### config.mk
export PLATFORM = sky130hd
export DESIGN_NAME = microCpu
export DESIGN_NICKNAME = d
export VERILOG_FILES = /design/src/logic/microCpuPkg.sv /design/src/logic/microCpu.sv /design/src/logic/instrSequencer.sv /design/src/logic/registerDatapath.sv /design/src/logic/alu.sv
export VERILOG_INCLUDE_DIRS = /design/src /design/src/include
export SDC_FILE = /design/constraint.sdc
export NUM_CORES = 1
export LEC_CHECK = 0
export ABC_AREA = 1
export BUFFER_PORTS_ARGS = -buffer_cell sky130_fd_sc_hd__buf_2
export CAP_MARGIN = 20
export CORE_AREA = 4 4 126 128
export DETAILED_ROUTE_END_ITERATION = 6
export DIE_AREA = 0 0 130 132
export PLACE_DENSITY = 0.53
export SETUP_SLACK_MARGIN = 0.4
export SLEW_MARGIN = 20
export SYNTH_ARGS = -nofsm -noshare
export SYNTH_HDL_FRONTEND = slang
export SYNTH_SLANG_ARGS = --single-unit
### constraint.sdc
create_clock -name CLK -period 3.54 [get_ports CLK]
set_input_delay 0.177 -clock CLK [delete_from_list [all_inputs] [get_ports CLK]]
set_output_delay 0.177 -clock CLK [all_outputs]
set_load 0.02 [all_outputs]
### src/include/microCpu_params.svh
`ifndef MICRO_CPU_PARAMS_SVH
`define MICRO_CPU_PARAMS_SVH

//////////////////////////////////////////////////
// Datapath sizing
//////////////////////////////////////////////////

// Data bus, registers, ROM and RAM addresses are all one byte
`define DATA_WIDTH 8

// Interrupt lines, line 0 has priority
`define IRQ_COUNT 2

//////////////////////////////////////////////////
// Fixed addresses
//////////////////////////////////////////////////

// ROM bytes holding the thread start address for each line
`define IRQ_A_VECTOR 8'hFF
`define IRQ_B_VECTOR 8'hFE

// Bus address parked here between accesses
`define IDLE_BUS_ADDR 8'hFF

`endif
### src/logic/microCpuPkg.sv
`include "microCpu_params.svh"

package microCpuPkg;

    //////////////////////////////////////////////////
    // Instruction encodings
    //////////////////////////////////////////////////

    // Operation code in the low nibble of the first instruction byte
    typedef enum logic [3:0] {
        instrReadA     = 4'h0,
        instrReadB     = 4'h1,
        instrWriteA    = 4'h2,
        instrWriteB    = 4'h3,
        instrMathsA    = 4'h4,
        instrMathsB    = 4'h5,
        instrBranch    = 4'h6,
        instrGoto      = 4'h7,
        instrEndThread = 4'h8,
        instrLoadImmA  = 4'hD,
        instrLoadImmB  = 4'hE
    } instrCode_t;

    // Maths operation, high nibble of a maths instruction
    typedef enum logic [3:0] {
        aluAdd       = 4'h0,
        aluSub       = 4'h1,
        aluAnd       = 4'h2,
        aluOr        = 4'h3,
        aluXor       = 4'h4,
        aluShiftLeft = 4'h5
    } aluOp_t;

    // Branch condition, high nibble of a branch instruction
    typedef enum logic [3:0] {
        condEqual   = 4'h0,
        condGreater = 4'h1,
        condLess    = 4'h2
    } branchCond_t;

    typedef struct packed {
        aluOp_t     op;
        instrCode_t code;
    } mathsWord_t;

    typedef struct packed {
        branchCond_t cond;
        instrCode_t  code;
    } branchWord_t;

    // Same byte, read as a maths word or as a branch word
    typedef union packed {
        mathsWord_t  maths;
        branchWord_t branch;
    } instrWord_t;

    //////////////////////////////////////////////////
    // Control and bus bundles
    //////////////////////////////////////////////////

    // Sequencer to datapath strobes, all valid for one cycle
    typedef struct packed {
        logic latchInstr;
        logic regSelect;
        logic loadFromBus;
        logic loadFromRom;
        logic loadFromAlu;
        logic selectWriteData;
    } datapathCtrl_t;

    typedef struct packed {
        logic [`DATA_WIDTH-1:0] addr;
        logic [`DATA_WIDTH-1:0] data;
        logic                   writeEnable;
    } busReq_t;

endpackage

### src/logic/microCpu.sv
`timescale 1ns/100ps
`include "microCpu_params.svh"

module microCpu (
    input  logic                   CLK,
    input  logic                   RESET,
    output logic [`DATA_WIDTH-1:0] romAddress,
    input  logic [`DATA_WIDTH-1:0] romData,
    input  logic [`DATA_WIDTH-1:0] busDataIn,
    output microCpuPkg::busReq_t   busReq,
    input  logic [`IRQ_COUNT-1:0]  irqRaise,
    output logic [`IRQ_COUNT-1:0]  irqAck
);
    import microCpuPkg::*;

    datapathCtrl_t          ctrl;
    logic                   branchTaken;
    logic                   writeEnable;
    logic [`DATA_WIDTH-1:0] busAddr;
    logic [`DATA_WIDTH-1:0] busDataOut;

    // Control flow, bus addressing and interrupts
    instrSequencer sequencer (
        .CLK         (CLK),
        .RESET       (RESET),
        .romData     (romData),
        .romAddress  (romAddress),
        .branchTaken (branchTaken),
        .irqRaise    (irqRaise),
        .irqAck      (irqAck),
        .busAddr     (busAddr),
        .writeEnable (writeEnable),
        .ctrl        (ctrl)
    );

    // Registers, write data and ALU
    registerDatapath datapath (
        .CLK         (CLK),
        .RESET       (RESET),
        .romData     (romData),
        .busDataIn   (busDataIn),
        .ctrl        (ctrl),
        .busDataOut  (busDataOut),
        .branchTaken (branchTaken)
    );

    // All three bus fields come from flops and line up in the same cycle
    assign busReq.addr        = busAddr;
    assign busReq.data        = busDataOut;
    assign busReq.writeEnable = writeEnable;

endmodule

### src/logic/instrSequencer.sv
`timescale 1ns/100ps
`include "microCpu_params.svh"

module instrSequencer (
    input  logic                       CLK,
    input  logic                       RESET,
    input  logic [`DATA_WIDTH-1:0]     romData,
    output logic [`DATA_WIDTH-1:0]     romAddress,
    input  logic                       branchTaken,
    input  logic [`IRQ_COUNT-1:0]      irqRaise,
    output logic [`IRQ_COUNT-1:0]      irqAck,
    output logic [`DATA_WIDTH-1:0]     busAddr,
    output logic                       writeEnable,
    output microCpuPkg::datapathCtrl_t ctrl
);
    import microCpuPkg::*;

    // One short pipeline of states per instruction
    typedef enum logic [4:0] {
        stateIdle, stateThread0, stateThread1, stateThread2,
        stateDecode,
        stateReadStart, stateRead0, stateRead1, stateRead2,
        stateWriteStart, stateWrite0,
        stateMaths, stateMaths0,
        stateBranch, stateBranch0, stateBranch1,
        stateGoto, stateGoto0, stateGoto1,
        stateLoadImm, stateLoadImm0, stateLoadImm1
    } state_t;

    state_t                 state;
    state_t                 nextState;
    logic [`DATA_WIDTH-1:0] pc;
    logic [`DATA_WIDTH-1:0] nextPc;
    logic                   pcOffset;
    logic                   nextPcOffset;
    logic [`DATA_WIDTH-1:0] nextBusAddr;
    logic                   nextWriteEnable;
    logic [`IRQ_COUNT-1:0]  nextIrqAck;
    logic                   regSelectB;
    logic                   nextRegSelectB;
    instrCode_t             fetchCode;

    // Offset reaches the operand byte without moving the PC
    assign romAddress = pc + `DATA_WIDTH'(pcOffset);
    assign fetchCode  = instrCode_t'(romData[3:0]);

    always_ff @(posedge CLK) begin
        if (RESET) begin
            state       <= stateDecode;
            pc          <= '0;
            pcOffset    <= 1'b0;
            busAddr     <= `IDLE_BUS_ADDR;
            writeEnable <= 1'b0;
            irqAck      <= '0;
            regSelectB  <= 1'b0;
        end else begin
            state       <= nextState;
            pc          <= nextPc;
            pcOffset    <= nextPcOffset;
            busAddr     <= nextBusAddr;
            writeEnable <= nextWriteEnable;
            irqAck      <= nextIrqAck;
            regSelectB  <= nextRegSelectB;
        end
    end

    always_comb begin
        // Defaults hold the PC, park the bus and raise no strobe
        nextState       = state;
        nextPc          = pc;
        nextPcOffset    = 1'b0;
        nextBusAddr     = `IDLE_BUS_ADDR;
        nextWriteEnable = 1'b0;
        nextIrqAck      = '0;
        nextRegSelectB  = regSelectB;
        ctrl            = '0;
        ctrl.regSelect  = regSelectB;

        case (state)
            //////////////////////////////////////////////////
            // Thread entry
            //////////////////////////////////////////////////
            stateIdle: begin
                // Line 0 wins when both are raised
                if (irqRaise[0]) begin
                    nextState     = stateThread0;
                    nextPc        = `IRQ_A_VECTOR;
                    nextIrqAck[0] = 1'b1;
                end else if (irqRaise[1]) begin
                    nextState     = stateThread0;
                    nextPc        = `IRQ_B_VECTOR;
                    nextIrqAck[1] = 1'b1;
                end
            end
            // Vector address on the ROM this cycle
            stateThread0: nextState = stateThread1;
            stateThread1: begin
                nextPc    = romData;
                nextState = stateThread2;
            end
            stateThread2: nextState = stateDecode;

            //////////////////////////////////////////////////
            // Decode
            //////////////////////////////////////////////////
            stateDecode: begin
                ctrl.latchInstr = 1'b1;
                nextPcOffset    = 1'b1;
                nextRegSelectB  = fetchCode inside {instrReadB, instrWriteB,
                                                    instrMathsB, instrLoadImmB};
                case (fetchCode)
                    instrReadA, instrReadB:       nextState = stateReadStart;
                    instrWriteA, instrWriteB:     nextState = stateWriteStart;
                    instrMathsA, instrMathsB:     nextState = stateMaths;
                    instrBranch:                  nextState = stateBranch;
                    instrGoto:                    nextState = stateGoto;
                    instrEndThread:               nextState = stateIdle;
                    instrLoadImmA, instrLoadImmB: nextState = stateLoadImm;
                    default: begin
                        // Unknown codes stay on the same byte
                        nextState    = stateDecode;
                        nextPcOffset = 1'b0;
                    end
                endcase
            end

            // Read fetches the address byte, drives it, waits and captures
            stateReadStart: nextState = stateRead0;
            stateRead0: begin
                nextBusAddr = romData;
                nextState   = stateRead1;
            end
            stateRead1: begin
                nextPc    = pc + 2'd2;
                nextState = stateRead2;
            end
            stateRead2: begin
                ctrl.loadFromBus = 1'b1;
                nextState        = stateDecode;
            end

            // Write puts address, data and strobe on the bus together next cycle
            stateWriteStart: begin
                nextPc    = pc + 2'd2;
                nextState = stateWrite0;
            end
            stateWrite0: begin
                nextBusAddr          = romData;
                nextWriteEnable      = 1'b1;
                ctrl.selectWriteData = 1'b1;
                nextState            = stateDecode;
            end

            // Maths result is ready straight after decode
            stateMaths: begin
                ctrl.loadFromAlu = 1'b1;
                nextPc           = pc + 1'b1;
                nextState        = stateMaths0;
            end
            stateMaths0: nextState = stateDecode;

            // Branch
            stateBranch: begin
                nextPc       = pc + 1'b1;
                // Keep pointing one ahead so a fall-through fetches pc+2
                nextPcOffset = 1'b1;
                nextState    = stateBranch0;
            end
            stateBranch0: begin
                if (branchTaken) begin
                    nextPc    = romData;
                    nextState = stateBranch1;
                end else begin
                    nextPc    = pc + 1'b1;
                    nextState = stateDecode;
                end
            end
            stateBranch1: nextState = stateDecode;

            // Goto
            stateGoto: nextState = stateGoto0;
            stateGoto0: begin
                nextPc    = romData;
                nextState = stateGoto1;
            end
            stateGoto1: nextState = stateDecode;

            // Load immediate from the operand byte
            stateLoadImm: nextState = stateLoadImm0;
            stateLoadImm0: begin
                ctrl.loadFromRom = 1'b1;
                nextPc           = pc + 2'd2;
                nextState        = stateLoadImm1;
            end
            stateLoadImm1: nextState = stateDecode;

            default: nextState = stateDecode;
        endcase
    end

endmodule

### src/logic/registerDatapath.sv
`timescale 1ns/100ps
`include "microCpu_params.svh"

module registerDatapath (
    input  logic                       CLK,
    input  logic                       RESET,
    input  logic [`DATA_WIDTH-1:0]     romData,
    input  logic [`DATA_WIDTH-1:0]     busDataIn,
    input  microCpuPkg::datapathCtrl_t ctrl,
    output logic [`DATA_WIDTH-1:0]     busDataOut,
    output logic                       branchTaken
);
    import microCpuPkg::*;

    logic [`DATA_WIDTH-1:0] regA;
    logic [`DATA_WIDTH-1:0] regB;
    instrWord_t             instrWord;
    logic [`DATA_WIDTH-1:0] aluResult;
    logic [`DATA_WIDTH-1:0] loadData;
    logic                   loadEnable;
    logic                   compareTrue;

    // ALU sees the latched word, not the live ROM byte
    alu aluUnit (
        .regA        (regA),
        .regB        (regB),
        .instr       (instrWord),
        .result      (aluResult),
        .compareTrue (compareTrue)
    );

    //////////////////////////////////////////////////
    // Register load path
    //////////////////////////////////////////////////

    // At most one load source strobes per cycle
    always_comb begin
        loadEnable = ctrl.loadFromBus | ctrl.loadFromRom | ctrl.loadFromAlu;
        if (ctrl.loadFromBus) begin
            loadData = busDataIn;
        end else if (ctrl.loadFromRom) begin
            loadData = romData;
        end else begin
            loadData = aluResult;
        end
    end

    always_ff @(posedge CLK) begin
        if (RESET) begin
            regA <= '0;
            regB <= '0;
        end else if (loadEnable) begin
            if (ctrl.regSelect) begin
                regB <= loadData;
            end else begin
                regA <= loadData;
            end
        end
    end

    // Instruction byte captured in decode, write data one cycle before the strobe
    always_ff @(posedge CLK) begin
        if (ctrl.latchInstr) begin
            instrWord <= romData;
        end
        if (ctrl.selectWriteData) begin
            busDataOut <= ctrl.regSelect ? regB : regA;
        end
    end

    assign branchTaken = compareTrue;

endmodule

### src/logic/alu.sv
`timescale 1ns/100ps
`include "microCpu_params.svh"

module alu (
    input  logic [`DATA_WIDTH-1:0] regA,
    input  logic [`DATA_WIDTH-1:0] regB,
    input  microCpuPkg::instrWord_t instr,
    output logic [`DATA_WIDTH-1:0] result,
    output logic                   compareTrue
);
    import microCpuPkg::*;

    //////////////////////////////////////////////////
    // Maths view of the instruction
    //////////////////////////////////////////////////

    // All results wrap to the data width
    always_comb begin
        case (instr.maths.op)
            aluAdd:       result = regA + regB;
            // A minus B
            aluSub:       result = regA - regB;
            aluAnd:       result = regA & regB;
            aluOr:        result = regA | regB;
            aluXor:       result = regA ^ regB;
            aluShiftLeft: result = regA << 1;
            default:      result = '0;
        endcase
    end

    //////////////////////////////////////////////////
    // Branch view of the same word
    //////////////////////////////////////////////////

    // Unsigned compares, unknown conditions never branch
    always_comb begin
        case (instr.branch.cond)
            condEqual:   compareTrue = (regA == regB);
            condGreater: compareTrue = (regA > regB);
            condLess:    compareTrue = (regA < regB);
            default:     compareTrue = 1'b0;
        endcase
    end

endmodule

# Word level (Yosys, flattened, before mapping)
# Cells that the tools add are included.
[op_classes] n_addsub=5 reduce_logical=20 eq_ne=33 magnitude_cmp=2 mux=23 n_bitwise=8
[op_table] operator="one-hot mux 5 bit (15 select lines)" count=1
[op_table] operator="two-way mux 8 bit" count=6
[op_table] operator="one-hot mux 8 bit (6 select lines)" count=1
[op_table] operator="one-hot mux 8 bit (5 select lines)" count=1
[op_table] operator="one-hot mux 5 bit (7 select lines)" count=1
[op_table] operator="equality test 5 x 4 -> 1 bit, second input constant" count=6
[op_table] operator="equality test 4 x 3 -> 1 bit, second input constant" count=6
[op_table] operator="equality test 5 x 3 -> 1 bit, second input constant" count=4
[op_table] operator="equality test 5 bit, second input constant" count=4
[op_table] operator="OR reduction 2 bit" count=9
[op_table] operator="equality test 4 x 2 -> 1 bit, second input constant" count=4
[op_table] operator="equality test 4 bit, second input constant" count=3
[op_table] operator="OR reduction 11 bit" count=1
[op_table] operator="two-way mux 5 bit" count=2
[op_table] operator="adder 8 x 1 -> 8 bit" count=1
[op_table] operator="adder 8 x 1 -> 8 bit, second input constant" count=1
[op_table] operator="adder 8 x 2 -> 8 bit, second input constant" count=1
[op_table] operator="adder 8 bit" count=1
[op_table] operator="bitwise AND 8 bit" count=1
[op_table] operator="equality test 4 x 1 -> 1 bit, second input constant" count=2
[op_table] operator="equality test 8 bit" count=1
[op_table] operator="> comparator 8 bit" count=1
[op_table] operator="zero test 4 bit" count=2
[op_table] operator="less-than comparator 8 bit" count=1
[op_table] operator="17 further kinds" count=30
[totals] register_bits=58 inputBits=20 out_inout_bits=27

# Logic depth before layout (Yosys ltp)
[logic_depth] ltp_word=5 depth_mapped=16 mapped_depth_nobuf=15

# By module
# From an unflattened synthesis, not the netlist that was laid out.
[hier_totals] hier_cells=679 area_unflattened_um2=4475.5
[by_module_without_submodules] module="instrSequencer" area_per_inst_um2=1770.4 n_inst=1 cells_per_inst=286
[by_module_without_submodules] module="registerDatapath" area_per_inst_um2=1463.9 n_inst=1 cells_per_inst=175
[by_module_without_submodules] module="alu" area_per_inst_um2=1233.7 n_inst=1 cells_per_inst=217
[by_module_without_submodules] module="microCpu" area_per_inst_um2=7.5 n_inst=1 cells_per_inst=1

# Worst setup path before layout
# OpenSTA, ideal clock, no wires.
[synth_timing] kind="reg-to-reg" start="register datapath.regA[0]" end="register sequencer.state[3]" setup_slack_ns=1.453 arrival_ns=1.978 setup_ns=0.109 path_stages_with_launch=16 cell_sequence="dfxtp_1 > inv_1 > ha_1 > inv_1 > fa_1 > nand2_1 > nand2_1 > nand3_2 > nand2_1 > nand2_4 > nand3_2 > buf_4 > a21oi_2 > nand3_1 > nand2_1 > inv_1"
[synth_via] elab_chain_cells=4 elab_cells_between_ends=6
[synth_lines] item="from (decl)" line_no="registerDatapath.sv:15" rtl="logic [`DATA_WIDTH-1:0] regA;"
[synth_lines] item="from (signal assigned)" line_no="registerDatapath.sv:56" rtl="regA <= loadData;"
[synth_lines] item="less-than comparator 8 bit (tied with other cells)" line_no="alu.sv:40" rtl="condLess: compareTrue = (regA < regB);"
[synth_lines] item="one-hot mux 1 bit (3 select lines) *" line_no="alu.sv:37" rtl="case (instr.branch.cond)"
[synth_lines] item="two-way mux 4 bit *" line_no="instrSequencer.sv:170" rtl="if (branchTaken) begin"
[synth_lines] item="one-hot mux 5 bit (15 select lines) *" line_no="instrSequencer.sv:79" rtl="case (state)"
[synth_lines] item="to (signal assigned)" line_no="instrSequencer.sv:49" rtl="state <= stateDecode;"
[synth_lines] item="to (signal assigned)" line_no="instrSequencer.sv:57" rtl="state <= nextState;"
[synth_lines] item="to (decl)" line_no="instrSequencer.sv:30" rtl="state_t state;"
# Mark *: on every way between the ends. The rest lies on a longest branch, timed or not.
# A chain may end at the register's enable or synchronous reset.

# Final worst setup path
[layout_timing] start="register datapath.regA[3]" end="register sequencer.state[3]"
# The elaborated chain is that of the path after synthesis.

==> metrics.md <==
| Metric | Value |
|---|---|
| Non-Filler Instances | `856` |
| WS Path Type | `reg -> reg` |
| Routed wl met3 | `between 500 and 600 um` |
| Mean area per synthesized cell | `6.92 um^2` |
| Pint | `1.61 mW` |
| Min-Delay Path Depth | `2` |
| GRT Overall Usage | `15.1%` |
| CTS H-Tree Depth | `2` |
| Initial core utilization | `29.3%` |
| Post-Synthesis Cells | `630` |
| Fillers | `approximately 1700` |
| Max-Cap Viols | `0` |
| Clk sinks | `54` |
| Clock skew | `0.00850 ns` |
| Placed Cells | `~850` |
| Setup bufs post-CTS | `0` |
| Row cnt | `45` |
| Total grt overflow | `0` |
| Vias in the first global route | `between 4000 and 5000` |
| Comb pwr share | `49.5%` |
| Worst vdd ir | `0.000370 V` |
| N_diodes | `0` |
| Ys Warns | `0` |
| Initial antenna violation count | `0` |
| Leakage power | `2.20 nW` |
| Core area | `14900 um^2` |
| Cts hold-fix bufs | `0` |
| Clk slew on worst S/H paths | `0.08 ns` |
| DR WL met2 | `6.10 mm` |
| Hold Violations, Final | `0` |
| Fin area | `4880 um^2` |
| R2R depth | `13` |
| CP Data Required Time | `3.74 ns` |
| Placer Congestion | `0.883` |
| Area post-placement | `4710 um^2` |
| Worst skew pair latency | `0.30 ns` |
| Min Tclk post-route | `2.38 ns` |
| Yosys reg bits | `54` |
| Port bufs | `46` |
| Final Hold Slack | `between 0.04 and 0.05 ns` |
| EDFF count, synth | `12` |
| DR top layer | `met4` |
| Top cells by area, synth | `dfxtp_1 19%, nand2_1 12%, edfxtp_1 8.3%, ha_1 8.0%, inv_1 7.2%` |
| Final Slew Violations | `0` |
| Area grow syn2layout | `12.1%` |
| CP Launch Type | `flop` |
| CTS tree | `built` |
| Largest net degree at the start of global routing | `29` |
| Switching Fraction | `a little under half` |
| Register area share after synthesis | `between 20% and 30%` |
| Horiz. Die Dim | `130 um` |
| Most common cell after layout, fill and taps aside | `nand2_1` |
| Post-synthesis cell type count | `48` |
| Die ar. | `17200 um^2` |
| Die height | `132 um` |
| Tightest Pin Transition | `0.980 ns` |
| Most frequent cells in the layout | `144 x nand2_1, 83 x inv_1, 58 x nand3_1` |
| Final setup violation count | `0` |
| RSZ-0062 raised after global routing | `false` |
| 1st-iter DRT viols | `between 300 and 400` |
| Flop pwr share | `31.2%` |
| Clock buffer count from CTS | `5` |
| Syn nets | `between 600 and 700` |
| PwrDens | `633 nW/um^2` |
| WL per Instance | `15.0 um` |
| Ys async rst share | `0%` |
| Resize count post-CTS | `0` |
| Sw Pwr | `approximately 1.5 mW` |
| Final WL | `12.9 mm` |
| Synth area leader | `dfxtp_1` |
| Global-route wire length before repair | `between 20 and 25 mm` |
| Run status | `finished, violations left` |
| Maximum clock frequency | `419 MHz` |
| Worst Setup End Kind | `flop` |
| Arr. time, crit path | `2.58 ns` |
| First-pass detailed-route iteration total | `7` |
| I/O Pins | `47` |
| Clk buf depth | `2` |
| Clock power share | `between 10% and 20%` |
| Vias | `4220` |
| Hold Crit Class | `in -> reg` |
| Relative slew slack | `34.6%` |
| Wl on met1 | `6.04 mm` |
| Final core occ | `about a third` |
| Mapped Area | `4360 um^2` |
| Routed Antenna Nets | `0` |
| Post-synth top flop | `dfxtp_1` |
| Post-DP HPWL | `just under 10 mm` |
| Clk root buf | `clkbuf_16` |
| Routed vias/inst | `4.93` |
| Final Cycle Share | `67.4%` |
| DRC viols | `1` |
| Post-synth top area share | `19.3%` |
| Share of cells above drive strength 1 | `between 10% and 20%` |
| CP max FO | `12` |
| Setup TNS | `0 ns` |
| Final Net Count | `just over 700` |
| Failing checks | `design-rule violations` |
==> cell usage after synthesis, types with 5 or more instances <==
cell,instances
inv_1,83
o22ai_1,16
xor2_1,11
ha_1,28
nor3_1,6
o21ai_1,5
nand3_1,58
nand4_1,18
o211ai_1,5
edfxtp_1,12
a21oi_2,5
o21ai_0,38
a21oi_1,39
buf_4,5
nand2_1,144
dfxtp_1,42
nor2_1,42
==> metrics by stage <==
stage | setup WS, ns | total power, mW
after global routing | 0.966 | 3.34
after floorplan | 1.45 | 2.12
after CTS | 1.17 | 3.09
after global placement | 1.25 | 2.51
final | 1.16 | 3.09
after detailed placement | 1.19 | 2.49
==> kinds of logic (layout without fill, tap and decap cells) <==
family | Yosys count | count (layout) | synth area share, %
AO/OA/AOI/OAI | 121 | 121 | 16.5
XOR/XNOR | 12 | 12 | 2.41
adder cells (fa/ha/maj) | 30 | 30 | 8.96
buffers and inverters | 110 | 148 | 10.9
flip-flops | 54 | 54 | 27.6
AND/OR/NAND/NOR | 303 | 303 | 33.7
==> power by group through the flow <==
stage                     clock [mW]  combinational (mW)  sequential, mW
after CTS                      0.609                1.53           0.960
after floorplan                    0                1.23           0.896
after global placement             0                1.54           0.978
after global routing           0.624                1.72           0.986
final                          0.596                1.53           0.964
after detailed placement           0                1.52           0.975
==> final cells by class <==
type / count / area, um^2 / share of cell area (%)
Clock buffer: 5 / 125 / 2.56
Clock inverter: 3 / 47.5 / 0.973
Inverter: 93 / 355 / 7.27
Multi-Input combinational cell: 466 / 2680 / 54.9
Sequential cell: 54 / 1200 / 24.6
Tap cell: 188 / 235 / 4.82
Timing Repair Buffer: 47 / 238 / 4.87
==> state kept, by name, indices dropped and copies added (netlist names), 2 cells and up <==
name and cells:
datapath.instrWord 4, datapath.busDataOut 8, datapath.regB 8, datapath.regA 8, sequencer.state 5, sequencer.irqAck 2
sequencer.busAddr 8, sequencer.pc 8
==> worst paths after layout <==
| kind | start | to | slack, ns |
|---|---|---|---|
| min | irqRaise[0] | sequencer.irqAck[1] | 0.04 |
| max reg2reg | datapath.regA[3] | sequencer.state[3] | 1.16 |
| min reg2reg | sequencer.pc[6] | sequencer.pc[6] | 0.55 |
| max | datapath.regA[3] | sequencer.state[3] | 1.16 |
==> worst max-delay path: stages (launching register included) <==
cell	delay, ns
dfxtp_1	0.39
inv_1	0.09
ha_1	0.48
inv_2	0.12
a21oi_2	0.17
nand2_1	0.11
nand3_2	0.08
nand2_1	0.09
nand2_4	0.11
nand3_2	0.23
a21oi_2	0.22
nand3_1	0.08
nand2_1	0.06
inv_1	0.05
==> per-layer routing <==
| metal | vias to the layer above | track usage (%) |
|---|---|---|
| met3 | 13 | 2.03 |
| met4 | 0 | 3.18 |
| met1 | 1919 | 20.8 |
| li1 | 2157 | - |
| met2 | 131 | 25.0 |
| met5 | - | 0 |
Note: power is estimated with default switching activity, not from simulation.
